### config.mk
export PLATFORM = sky130hd
export DESIGN_NAME = sa_control
export DESIGN_NICKNAME = d
export VERILOG_FILES = /design/src/logic/sa_ctrl_pkg.sv /design/src/logic/sa_control.sv
export VERILOG_INCLUDE_DIRS = /design/src /design/src/logic
export SDC_FILE = /design/constraint.sdc
export NUM_CORES = 1
export LEC_CHECK = 0
export BUFFER_PORTS_ARGS = -buffer_cell sky130_fd_sc_hd__buf_2
export CORE_AREA = 2 2 39 41
export CTS_CLUSTER_SIZE = 25
export DETAILED_ROUTE_END_ITERATION = 10
export DIE_AREA = 0 0 41 43
export RECOVER_POWER = 50
export SLEW_MARGIN = 10
export SYNTH_ARGS = -nofsm -noshare
export SYNTH_HDL_FRONTEND = slang
export SYNTH_SLANG_ARGS = --single-unit
### constraint.sdc
create_clock -name ap_clk -period 1.16 [get_ports ap_clk]
set_input_delay 0.116 -clock ap_clk [delete_from_list [all_inputs] [get_ports ap_clk]]
set_output_delay 0.116 -clock ap_clk [all_outputs]
set_load 0.05 [all_outputs]
### src/logic/sa_defines.svh
// Array geometry for the systolic matrix unit
// Include this wherever the lane count or lane width is needed
`ifndef SA_DEFINES_SVH
`define SA_DEFINES_SVH

// Array edge, one PE row per input lane
`define SA_DIM 4

// Lane and packed row widths
`define SA_LANE_W 32
`define SA_ROW_W (`SA_DIM * `SA_LANE_W)

// Deepest wavefront delay
`define SA_SKEW (`SA_DIM - 1)

`endif

### src/logic/sa_ctrl_pkg.sv
// Control types for the job FSM of the matrix unit
// Imported by the control block and by the top for the row select wire

`include "sa_defines.svh"

package sa_ctrl_pkg;

  // Job sequence, one pass per ap_start edge
  typedef enum logic [2:0] {
    ST_IDLE,
    ST_LOAD,
    ST_STREAM,
    ST_DRAIN,
    ST_DONE
  } sa_state_t;

  // Weight row counter
  typedef logic [$clog2(`SA_DIM)-1:0] sa_beat_t;

endpackage

### src/logic/sa_control.sv
// Job control for the matrix unit
// Detects the ap_start edge, loads four weight rows, streams rows, then pulses done

`include "sa_defines.svh"

module sa_control
  import sa_ctrl_pkg::*;
(
  input  logic     ap_clk,
  input  logic     areset,
  input  logic     ap_start,
  input  logic     weight_tvalid,
  input  logic     in_tvalid,
  input  logic     in_tlast,
  input  logic     advance,
  input  logic     last_out_fire,
  output logic     ap_idle,
  output logic     ap_done,
  output logic     weight_tready,
  output logic     in_tready,
  output logic     weights_loaded,
  output logic     w_load,
  output sa_beat_t w_row,
  output logic     accept_row
);

  sa_state_t state_q;
  sa_state_t state_d;
  sa_beat_t  beat_q;
  logic      start_q;
  logic      start_pulse;
  logic      last_beat;

  ////////////////////
  // Start edge
  ////////////////////
  always_ff @(posedge ap_clk) begin
    if (areset) begin
      start_q <= 1'b0;
    end else begin
      start_q <= ap_start;
    end
  end

  assign start_pulse = ap_start & ~start_q;

  ////////////////////
  // Handshakes
  ////////////////////
  assign weight_tready = (state_q == ST_LOAD);
  assign w_load        = weight_tvalid & weight_tready;
  assign w_row         = beat_q;
  assign last_beat     = w_load && (beat_q == sa_beat_t'(`SA_SKEW));

  // Rows only enter while the whole pipeline moves
  assign in_tready  = advance & (state_q == ST_STREAM);
  assign accept_row = in_tvalid & in_tready;

  assign ap_idle = (state_q == ST_IDLE);
  assign ap_done = (state_q == ST_DONE);

  ////////////////////
  // Job FSM
  ////////////////////
  always_comb begin
    state_d = state_q;
    unique case (state_q)
      ST_IDLE:   if (start_pulse) state_d = ST_LOAD;
      ST_LOAD:   if (last_beat) state_d = ST_STREAM;
      ST_STREAM: if (accept_row && in_tlast) state_d = ST_DRAIN;
      ST_DRAIN:  if (last_out_fire) state_d = ST_DONE;
      ST_DONE:   state_d = ST_IDLE;
      default:   state_d = ST_IDLE;
    endcase
  end

  always_ff @(posedge ap_clk) begin
    if (areset) begin
      state_q <= ST_IDLE;
    end else begin
      state_q <= state_d;
    end
  end

  // Beat count restarts for every job
  always_ff @(posedge ap_clk) begin
    if (areset || state_q == ST_IDLE) begin
      beat_q <= '0;
    end else if (w_load) begin
      beat_q <= beat_q + 1'b1;
    end
  end

  // High from the fourth weight beat through the done cycle
  always_ff @(posedge ap_clk) begin
    if (areset) begin
      weights_loaded <= 1'b0;
    end else if (last_beat) begin
      weights_loaded <= 1'b1;
    end else if (state_q == ST_DONE) begin
      weights_loaded <= 1'b0;
    end
  end

endmodule

Word-level counts from Yosys, hierarchy flattened
Index checks and enable logic that the tools add are counted.
{"block": "totals", "register_bits": 7, "word_cells": 32}
{"block": "classes", "reduce_logical": 6, "n_eq_ne": 9, "mux": 7, "n_addsub": 1, "n_bitwise": 5}
{"operator": "two-way mux 3 bit", "n": 4}
{"operator": "one-hot mux 3 bit (4 select lines)", "n": 1}
{"operator": "== test 3 x 2 -> 1 bit, second input constant", "n": 2}
{"operator": "!= test 2 x 1 -> 1 bit, second input constant", "n": 3}
{"operator": "bitwise AND 1 bit", "n": 4}
{"operator": "AND reduction 4 bit", "n": 1}
{"operator": "== test 3 x 1 -> 1 bit, second input constant", "n": 1}
{"operator": "== test 3 bit, second input constant", "n": 1}
{"operator": "zero test 3 bit", "n": 1}
{"operator": "adder 2 x 1 -> 2 bit, second input constant", "n": 1}
{"operator": "== test 2 bit, second input constant", "n": 1}
{"operator": "logical AND 1 bit", "n": 2}
{"operator": "two-way mux 1 bit", "n": 2}
{"operator": "!= test 2 bit, second input constant", "n": 1}
{"operator": "nonzero test 2 bit", "n": 1}
{"operator": "logical OR 1 bit", "n": 1}
{"operator": "NOT 1 bit", "n": 1}

Logic depth before layout (Yosys ltp)
Gate-level depths: netlist of the first run.
{"block": "depth", "ltp_word": 6, "ltp_mapped": 4, "mapped_depth_nobuf": 4}

Worst setup path before layout of the first run
OpenSTA, ideal clock, no wires.
{"block": "synth_path", "path_kind": "register -> output", "start": "reg state_q[1]", "end": "out accept_row", "stages_incl_launch_ff": 5, "required_time_ps": 1044, "arrival_time_ps": 2191, "path_slack_ps": -1147, "path_cell_list": "dfxtp_1 -> buf_2 -> nand2_1 -> nor3_1 -> and2_1"}
{"block": "synth_via", "elab_chain_len": 3}
{"item": "start, declared", "line_no": "sa_control.sv:27", "rtl": "sa_state_t state_q;"}
{"item": "start signal, assigned", "line_no": "sa_control.sv:81", "rtl": "state_q <= state_d;"}
{"item": "== test 3 x 2 -> 1 bit", "line_no": "sa_control.sv:56", "rtl": "assign in_tready = advance & (state_q == ST_STREAM);"}
{"item": "bitwise AND 1 bit", "line_no": "sa_control.sv:56"}
{"item": "net in_tready", "line_no": "sa_control.sv:20", "rtl": "output logic in_tready,"}
{"item": "bitwise AND 1 bit", "line_no": "sa_control.sv:57", "rtl": "assign accept_row = in_tvalid & in_tready;"}
{"item": "end, declared", "line_no": "sa_control.sv:24", "rtl": "output logic accept_row"}
The timed path passes the listed nets, and every way through them passes these cells.

Final worst setup path of the first run
{"block": "layout_path", "start": "reg state_q[1]", "end": "out accept_row"}
{"block": "layout_via", "elab_chain_len": 3}
{"item": "== test 3 x 2 -> 1 bit", "line_no": "sa_control.sv:56"}
{"item": "bitwise AND 1 bit", "line_no": "sa_control.sv:56"}
{"item": "bitwise AND 1 bit", "line_no": "sa_control.sv:57"}
No other way between the ends.

==> impl_results.md, run 1 <==
- Status: finished, violations left
- Failing checks: setup timing
- Yosys top cell by area: dfxtp_1
- Area of the multi-input gates: 258 µm²
- Synth top area share: 38.0%
- CP Class: flip-flop to output port
- Max-slew violation total from the final report: 0
- EDFF count, synth: 0
- Reg area: 154 µm²
- Most frequent cell after synthesis: dfxtp_1
- FP Rows: 14
- Largest net degree at the start of global routing: 8
- Top_reg_cell synth: dfxtp_1
- Num CTS Buffers: 3
- Max-slew headroom: 76.5%
- Net Sw Power: around 0.00019 W
- WP buf/inv: 1
- Starting density of the core: 26.7%
- Drt pass-1 iters: 2
- Via count: 392
- H-tree levels: 1
- FFs w/ async S/R, synth: 0%
- Routed wire length per instance: 10.8 µm
- FF+latch count, synth: 7
- Placed cell count: 78
- Lkg Pwr: 0.302 nW
- Final setup viols: 7
- Endpoint type of the worst setup path: output port
- Crit path max fanout: 6
- Final ANT Viol Nets: 0
- Global-route wire length before repair: roughly 1.4 mm
- Clock sink total: 7
- Worst IR Drop VDD: 0.657 mV
- Startpoint Class: flip-flop
- Die Y: ~43 µm
- CORE AREA: 1380 µm²
- CTS tree: built
- Syn. warnings: 0
- Final Skew: 0.00214 ns
- Reg power frac: approximately two fifths
- Port buffer count: 16
- Top cells by count, synth: 7 x dfxtp_1, 6 x nor3_1, 3 x a21oi_1, 3 x nor2b_1
- Final worst slack: -0.105 ns
- Vias per cell: 4.67
- R2R setup slack: -0.02 ns
- Clock power share: 34.6%
- Post-DP Area: 556 µm²
- Die Width: roughly 40 µm
- Drt total wl: 906 µm
- Top cells by area, synth: dfxtp_1 38%, nor3_1 8.1%, nor2b_1 5.1%, a21oi_1 4.1%, nor3b_1 4.1%
- IO Pins: 17
- Max Cap Viol: 0
- Total GRT Usage: approximately 13%
- WP data arrival: 1.15 ns
- Nets: 78
- Final Cycle Share: 109%
- Final std cells w/o fill: between 80 and 90
- Yosys cell types: 22
- Register area share after synthesis: around 38%
- Layout area overhead: 84.1%
- CTS Hold Bufs: 0
- Pre-CTS worst setup slack: roughly 0.0030 ns
- Clock Latency Late Sink: 0.25 ns
- Sw Ratio: ~30%
- Design area: 679 µm²
- Avg Inst Size Synth: 9.00 µm²
- Detailed placement HPWL: 685 µm
- CTS Root Cell: clkbuf_4
- Tot Pwr: ~0.00064 W
- Comb pwr share: 25.3%
- Fin. Hold Viols: 0
- Share of layout cells above drive strength 1: about three fifths
- Antenna violations before repair: 0
- Crit path time final: roughly 1.3 ns
- DRC: 0
- CP cell instances: nand2_4 -> nor3_4 -> and2_4 -> buf_8
- Req. time, crit path: 1.04 ns
- Fmax: 0.791 GHz
- Grt ovf: 0
- Mapped Area: about 370 µm²
- 1st-iter DRT viols: 2
- Worst-Margin Slew: 0.353 ns
- RSZ-0062 raised after global routing: yes
- CP top delay family: flip-flops
- Number of diodes: 0
- GP Congestion: 0.721
- Die ar.: approximately 1800 µm²
- Vias in the first global route: ~330
- Post-synthesis cell count: 41
- Cell Int Power: about 0.00045 W
- Fillers: 133
- Worst min-delay path class: input pin to flip-flop
- Cell area power density: 948 nW/µm²
- CP max stage cell: dfxtp_4
- Clock Pin Slew Worst Setup and Hold Paths: 0.05 ns
- Longest Clk Path Bufs: 2
- CP peak stage delay: 0.40 ns
- Sum Neg Setup Slack: -0.523 ns
- Net count after synthesis: 50
[per-stage QoR]
step | utilization (%) | hold WS [ns]
2_1_floorplan | - | 0.185
3_3_place_gp | 40.1 | 0.348
3_5_place_dp | 40.1 | 0.352
4_1_cts | 47.4 | 0.0937
5_1_grt | 49.1 | 0.104
6_report | 49.1 | 0.0942
[sequential cells by signal (all words and copies together), names as in the netlist]
| register | cells |
|---|---|
| state_q | 3 |
| w_row | 2 |
| start_q | 1 |
| weights_loaded | 1 |
[placed cells by master (no fill, tap or decap), types with 2 or more instances in the layout]
cell type / n
nor3_4: 2
clkbuf_1: 2
dfxtp_4: 3
nor3_1: 4
buf_6: 10
and3_1: 2
clkbuf_4: 3
buf_4: 4
clkbuf_2: 2
dfxtp_2: 2
buf_8: 2
buf_2: 7
nor2b_1: 3
dfxtp_1: 2
nor3b_4: 2
a21oi_1: 3
nand3_1: 2
[power groups by stage]
stage / sequential, W / clock [W] / combinational (W)
floorplan: 0.000258 / 0 / 0.0000961
detailed placement: 0.000264 / 0 / 0.000136
finish: 0.000258 / 0.000223 / 0.000163
global placement: 0.000263 / 0 / 0.000136
CTS: 0.000257 / 0.000234 / 0.000161
global route: 0.000259 / 0.000257 / 0.000172
[logic make-up (layout without fill, tap and decap cells)]
family / after synthesis / count (layout) / share of synthesized area, %
simple gates: 23 / 23 / 40.3
flops: 7 / 7 / 38.0
compound gates: 5 / 5 / 7.46
buf+inv: 3 / 30 / 5.76
fa+ha+maj: 1 / 1 / 3.39
xor+xnor: 1 / 1 / 2.37
mux: 1 / 1 / 2.71
[routing by layer]
layer | GRT usage [%] | vias up | part of all wire [%]
met3 | 7.85 | 2 | 7.5
met4 | 6.00 | 0 | 1.3
met2 | 16.3 | 11 | 47
li1 | - | 201 | -
met5 | 0 | - | 0
met1 | 15.9 | 178 | 44
[worst paths after layout]
path | depth (start not counted) | to | start
hold reg to reg | 2 | weights_loaded | weights_loaded
hold / removal | 2 | start_q | ap_start
setup / recovery | 4 | accept_row | state_q[1]
setup reg to reg | 4 | w_row[1] | state_q[1]
[final cells by class]
class	count	area share [%]
multi-input cells	31	37.9
repair buffers	26	32.6
well taps	16	2.95
flip-flops and latches	7	22.7
clock buffers	4	3.87
[timing repair]
action                     in CTS  in global routing
setup endpoints to repair       6                  8
pin swaps                       6                  1
cloned                          0                  0
gates resized for setup        21                  6
setup buffers                   1                  1
No activity file was read; power rests on OpenSTA's default activity.
==> run 2: changes to the inputs <==
GPL_TIMING_DRIVEN = 0   (was unset)
PLACE_DENSITY = 0.6   (was unset)
==> impl_results.md, run 2 (synthesis results as in run 1) <==
- Die Y: 43 µm (unchanged)
- H-tree levels: 1 (unchanged)
- Vias in the first global route: 372 (+14%)
- Endpoint type of the worst setup path: output port
- Req. time, crit path: 1.04 ns (about the same)
- RSZ-0062 raised after global routing: yes
- Status: finished, violations left
- Fillers: 137 (+3.0%)
- HP Start: ap_start
- Worst-Margin Slew: 0.362 ns (+0.00929 ns)
- Lkg Pwr: 0.300 nW (-0.51%)
- DRC: 0 (unchanged)
- IO Pins: 17 (unchanged)
- Max Cap Viol: 0 (unchanged)
- Max reg flops: 3 (unchanged)
- Clock Latency Late Sink: 0.26 ns (about the same)
- Max-slew violation total from the final report: 0 (unchanged)
- Starting density of the core: 26.7% (unchanged)
- Pre-CTS worst setup slack: -0.0827 ns (-0.0858 ns)
- Nets: 78 (unchanged)
- Fin. Hold Viols: 0 (unchanged)
- Final Skew: 0.00391 ns (+0.00177 ns)
- Antenna violations before repair: 0 (unchanged)
- CTS Root Cell: clkbuf_4
- Min Hold Slack: 0.0891 ns (-0.00507 ns)
- Largest reg by FF count: state_q
- Layout area overhead: 82.7%
- Grt ovf: 0 (unchanged)
- Final Cycle Share: 113% (+4.3 points)
- WP data arrival: 1.20 ns (+0.05 ns)
- Clock sink total: 7 (unchanged)
- Port buffer count: 16 (unchanged)
- Via count: 409 (+4.3%)
- Placed cell count: 73 (-6.4%)
- Crit path max fanout: 4 (-2)
- Clock Pin Slew Worst Setup and Hold Paths: 0.05 ns (about the same)
- FP Rows: 14 (unchanged)
- Failing checks: setup timing
- Fmax: 0.761 GHz (-3.8%)
- Longest Clk Path Bufs: 2 (unchanged)
- Drt total wl: 962 µm (+6.2%)
- Routed wire length per instance: 11.5 µm (+6.2%)
- GP Congestion: 0.708 (-1.8%)
- Worst min-delay path class: input pin to flip-flop
- Vias per cell: 4.87 (+4.3%)
- Number of diodes: 0 (unchanged)
- Crit path time final: 1.31 ns (+0.0493 ns)
- Leading cell type in the layout, fill and taps excluded: buf_2
- Startpoint Class: flip-flop
- Final std cells w/o fill: 84 (unchanged)
- Drt pass-1 iters: 4 (+2)
- Largest net degree at the start of global routing: 9 (+1)
- Max-slew headroom: 75.9% (-0.62 points)
- Critical Path Source: state_q[1]
- CTS Hold Bufs: 0 (unchanged)
- Worst IR Drop VDD: 0.548 mV (-17%)
- Num CTS Buffers: 3 (unchanged)
- Final setup viols: 7 (unchanged)
- Global-route wire length before repair: 1.55 mm (+7.1%)
- CORE AREA: 1380 µm² (unchanged)
- Final ANT Viol Nets: 0 (unchanged)
- Final worst slack: -0.154 ns (-0.0493 ns)
- Total GRT Usage: 13.7% (+1.1 points)
- 1st-iter DRT viols: 6 (+4)
- Commonest cells after routing, fill and taps aside: 8 x buf_2, 6 x buf_4, 5 x buf_6
- Die Width: 41 µm (unchanged)
- Die ar.: 1760 µm² (unchanged)
- CP Class: flip-flop to output port
- Cell area power density: 998 nW/µm² (+5.3%)
- Launching point of the worst reg2reg path: state_q[0]
- Share of layout cells above drive strength 1: 63.2% (+4.4 points)
- CTS tree: built
- Detailed placement HPWL: 637 µm (-7.1%)
run 2: cell type report:
class	instances	area, µm²	area share (%)
buffer	2	26.3	3.90
sequential	7	151	22.4
multi-input combinational	31	272	40.3
clock buffer	4	26.3	3.90
tap	16	20.0	2.97
timing repair buffer	24	179	26.5
run 2: worst paths after layout:
path / endpoint / slack, ns / depth (start not counted)
setup reg to reg: w_row[1] / -0.05 / 5
hold / removal: start_q / 0.09 / 2
setup / recovery: accept_row / -0.15 / 5
hold reg to reg: weights_loaded / 0.49 / 2
run 2: stage by stage:
step           TNS (ns)  power, W  area, µm²  util, %
6_report         -0.688  0.000673        674     48.7
3_5_place_dp     -0.271  0.000392        523     37.8
2_1_floorplan     -1.31  0.000354        423        -
3_3_place_gp     -0.283  0.000392        523     37.8
5_1_grt           -1.13  0.000716        674     48.7
4_1_cts          -0.831  0.000667        641     46.3
run 2: worst max-delay path, stage by stage, from the launching register on:
cell and delay, ns:
dfxtp_4 0.35, buf_6 0.13, nand2_4 0.05, nor3_4 0.11
and2_4 0.16, buf_8 0.13
run 2: layer usage:
layer,up-vias,track usage (%),share of wire [%]
met1,185,17.6,41
met3,2,9.42,8.5
met5,-,0,0
met2,19,16.3,49
met4,0,8.00,1.2
li1,203,-,-
run 2: timing repair:
action,4_1_cts,5_1_grt
pin swaps,4,5
buffers inserted,5,3
gates resized for setup,18,6
endpoints found under the setup margin,8,10
gates cloned,1,0
run 2: power by group:
group	internal [W]	leakage (nW)	switching [W]	total (W)
logic	0.0000918	0.225	0.000106	0.000198
clock network	0.000132	0.0150	0.0000952	0.000227
registers	0.000244	0.0598	0.00000387	0.000248
==> run 3: changes to the inputs <==
BUFFER_PORTS_ARGS = -buffer_cell sky130_fd_sc_hd__buf_4   (was -buffer_cell sky130_fd_sc_hd__buf_2)
PLACE_DENSITY = unset   (was 0.6)
PLACE_DENSITY_LB_ADDON = 0.2   (was unset)
==> impl_results.md, run 3 (synthesis results as in run 1) <==
- Status: finished, violations left
- Clock Pin Slew Worst Setup and Hold Paths: 0.05 ns (about the same)
- CP top delay family: buffers and inverters
- Drt pass-1 iters: 1 (-3)
- WP buf/inv: 3 (+1)
- FP Rows: 14 (unchanged)
- Final worst slack: -0.172 ns (-0.0178 ns)
- WP data arrival: 1.22 ns (+0.02 ns)
- CTS Hold Bufs: 0 (unchanged)
- IO Pins: 17 (unchanged)
- Post-DP Area: 563 µm² (+7.7%)
- Final Skew: 0.000273 ns (-0.00364 ns)
- RSZ-0062 raised after global routing: yes
- CTS Root Cell: clkbuf_4
- Worst hold path cell count: 2 (unchanged)
- Hold endpoint: weights_loaded
- Max-slew violation total from the final report: 0 (unchanged)
- Routed wire length per instance: 10.7 µm (-6.8%)
- Vias per cell: 4.64 (-4.7%)
- GP Congestion: 0.705 (-0.45%)
- Detailed placement HPWL: 601 µm (-5.5%)
- 1st-iter DRT viols: 0 (-6)
- Vias in the first global route: 403 (+8.3%)
- Leading cell type in the layout, fill and taps excluded: buf_4
- Worst IR Drop VDD: 0.604 mV (+10%)
- Crit path time final: 1.33 ns (+0.0178 ns)
- Launching point of the worst reg2reg path: state_q[1]
- Final setup viols: 11 (+4)
- Drt total wl: 950 µm (-1.2%)
- CP peak stage delay: 0.35 ns (about the same)
- CORE AREA: 1380 µm² (unchanged)
- Worst-Margin Slew: 0.276 ns (-0.0863 ns)
- Req. time, crit path: 1.04 ns (about the same)
- CP Class: flip-flop to output port
- Starting density of the core: 26.7% (unchanged)
- Number of diodes: 0 (unchanged)
- CTS tree: built
- Lkg Pwr: 0.343 nW (+14%)
- Global-route wire length before repair: 1.62 mm (+4.9%)
- Largest net degree at the start of global routing: 10 (+1)
- Startpoint Class: flip-flop
- Clock sink total: 7 (unchanged)
- Final ANT Viol Nets: 0 (unchanged)
- CP max stage cell: dfxtp_4
- Grt ovf: 0 (unchanged)
- Max-slew headroom: 81.7% (+5.8 points)
- Die Width: 41 µm (unchanged)
- HP Start: areset
- Design area: 771 µm² (+14%)
- R2R setup slack: -0.09 ns (-0.04 ns)
- Die ar.: 1760 µm² (unchanged)
- Cells on worst reg2reg path: 5 (unchanged)
- R2r endpoint: w_row[1]
- Share of layout cells above drive strength 1: 65.8% (+2.5 points)
- Layout area overhead: 109%
- Fmax: 0.751 GHz (-1.3%)
- Total GRT Usage: 14.3% (+0.56 points)
- Nets: 83 (+6.4%)
- Commonest cells after routing, fill and taps aside: 18 x buf_4, 6 x buf_8, 4 x nor3_1, 4 x clkbuf_4, 4 x buf_6
- CP cell instances: buf_8 -> buf_12 -> nor3b_4 -> buf_6
- Clock Latency Late Sink: 0.25 ns (about the same)
- Longest Clk Path Bufs: 2 (unchanged)
- Worst min-delay path class: input pin to flip-flop
- H-tree levels: 1 (unchanged)
- Num CTS Buffers: 3 (unchanged)
- Tot Pwr: 0.000676 W (+0.39%)
- Max Cap Viol: 0 (unchanged)
- Via count: 413 (+0.98%)
- Largest reg by FF count: state_q
- Cell area power density: 877 nW/µm² (-12%)
- Port buffer count: 16 (unchanged)
- Endpoint type of the worst setup path: output port
- DRC: 0 (unchanged)
- Die Y: 43 µm (unchanged)
- Max reg flops: 3 (unchanged)
- Failing checks: setup timing
- Pre-CTS worst setup slack: -0.0435 ns (+0.0392 ns)
- Antenna violations before repair: 0 (unchanged)
- Final Cycle Share: 115% (+1.5 points)
- Fin. Hold Viols: 0 (unchanged)
- Crit path max fanout: 4 (unchanged)
[run 3: cell types whose count changed in the layout (fill, tap and decap cells not counted), sizes merged]
cell    change
buf         +7
clkbuf      -2
[run 3: routing by layer]
metal	share of wire, %	track usage (%)
met1	42	16.8
met2	53	20.6
met3	3.5	4.71
met4	1.1	10.0
met5	0	0
[run 3: per-stage QoR]
step	instances	utilization (%)	hold WS (ns)	setup TNS (ns)
2_1_floorplan	41	-	0.185	-1.31
3_3_place_gp	73	40.7	0.338	-0.102
3_5_place_dp	73	40.7	0.345	-0.0793
4_1_cts	87	53.1	0.0711	-0.930
5_1_grt	89	55.7	0.0746	-1.63
6_report	89	55.7	0.0748	-1.02
[run 3: area by class of cell]
cell class                      instances  area, µm²
Multi-Input combinational cell         31        274
Tap cell                               16       20.0
Timing Repair Buffer                   28        258
Clock buffer                            4       26.3
Fill cell                             125        613
Sequential cell                         7        148
Buffer                                  3       45.0
[run 3: where the power goes]
group	switching (W)	internal, W	total (W)	leakage, nW
Combinational	0.000103	0.000101	0.000204	0.269
Clock	0.0000906	0.000131	0.000222	0.0150
Sequential	0.00000410	0.000246	0.000250	0.0593
Total	0.000198	0.000478	0.000676	0.343
[run 3: what timing repair did]
action,CTS,global route
setup endpoints to repair,8,10
hold endpoints to repair,0,0
pin swaps,7,4
setup buffers,10,3
gates resized for setup,15,7
[run 3: worst max path at each step]
stage,start,end,slack (ns),cells past startpoint
final,state_q[1],weight_tready,-0.17,4
after global routing,state_q[1],accept_row,-0.22,5
after CTS,state_q[1],weight_tready,-0.19,4
after detailed placement,state_q[0],w_row[1],-0.04,4
after global placement,state_q[0],w_row[1],-0.06,4
after floorplan,state_q[1],accept_row,-0.31,4
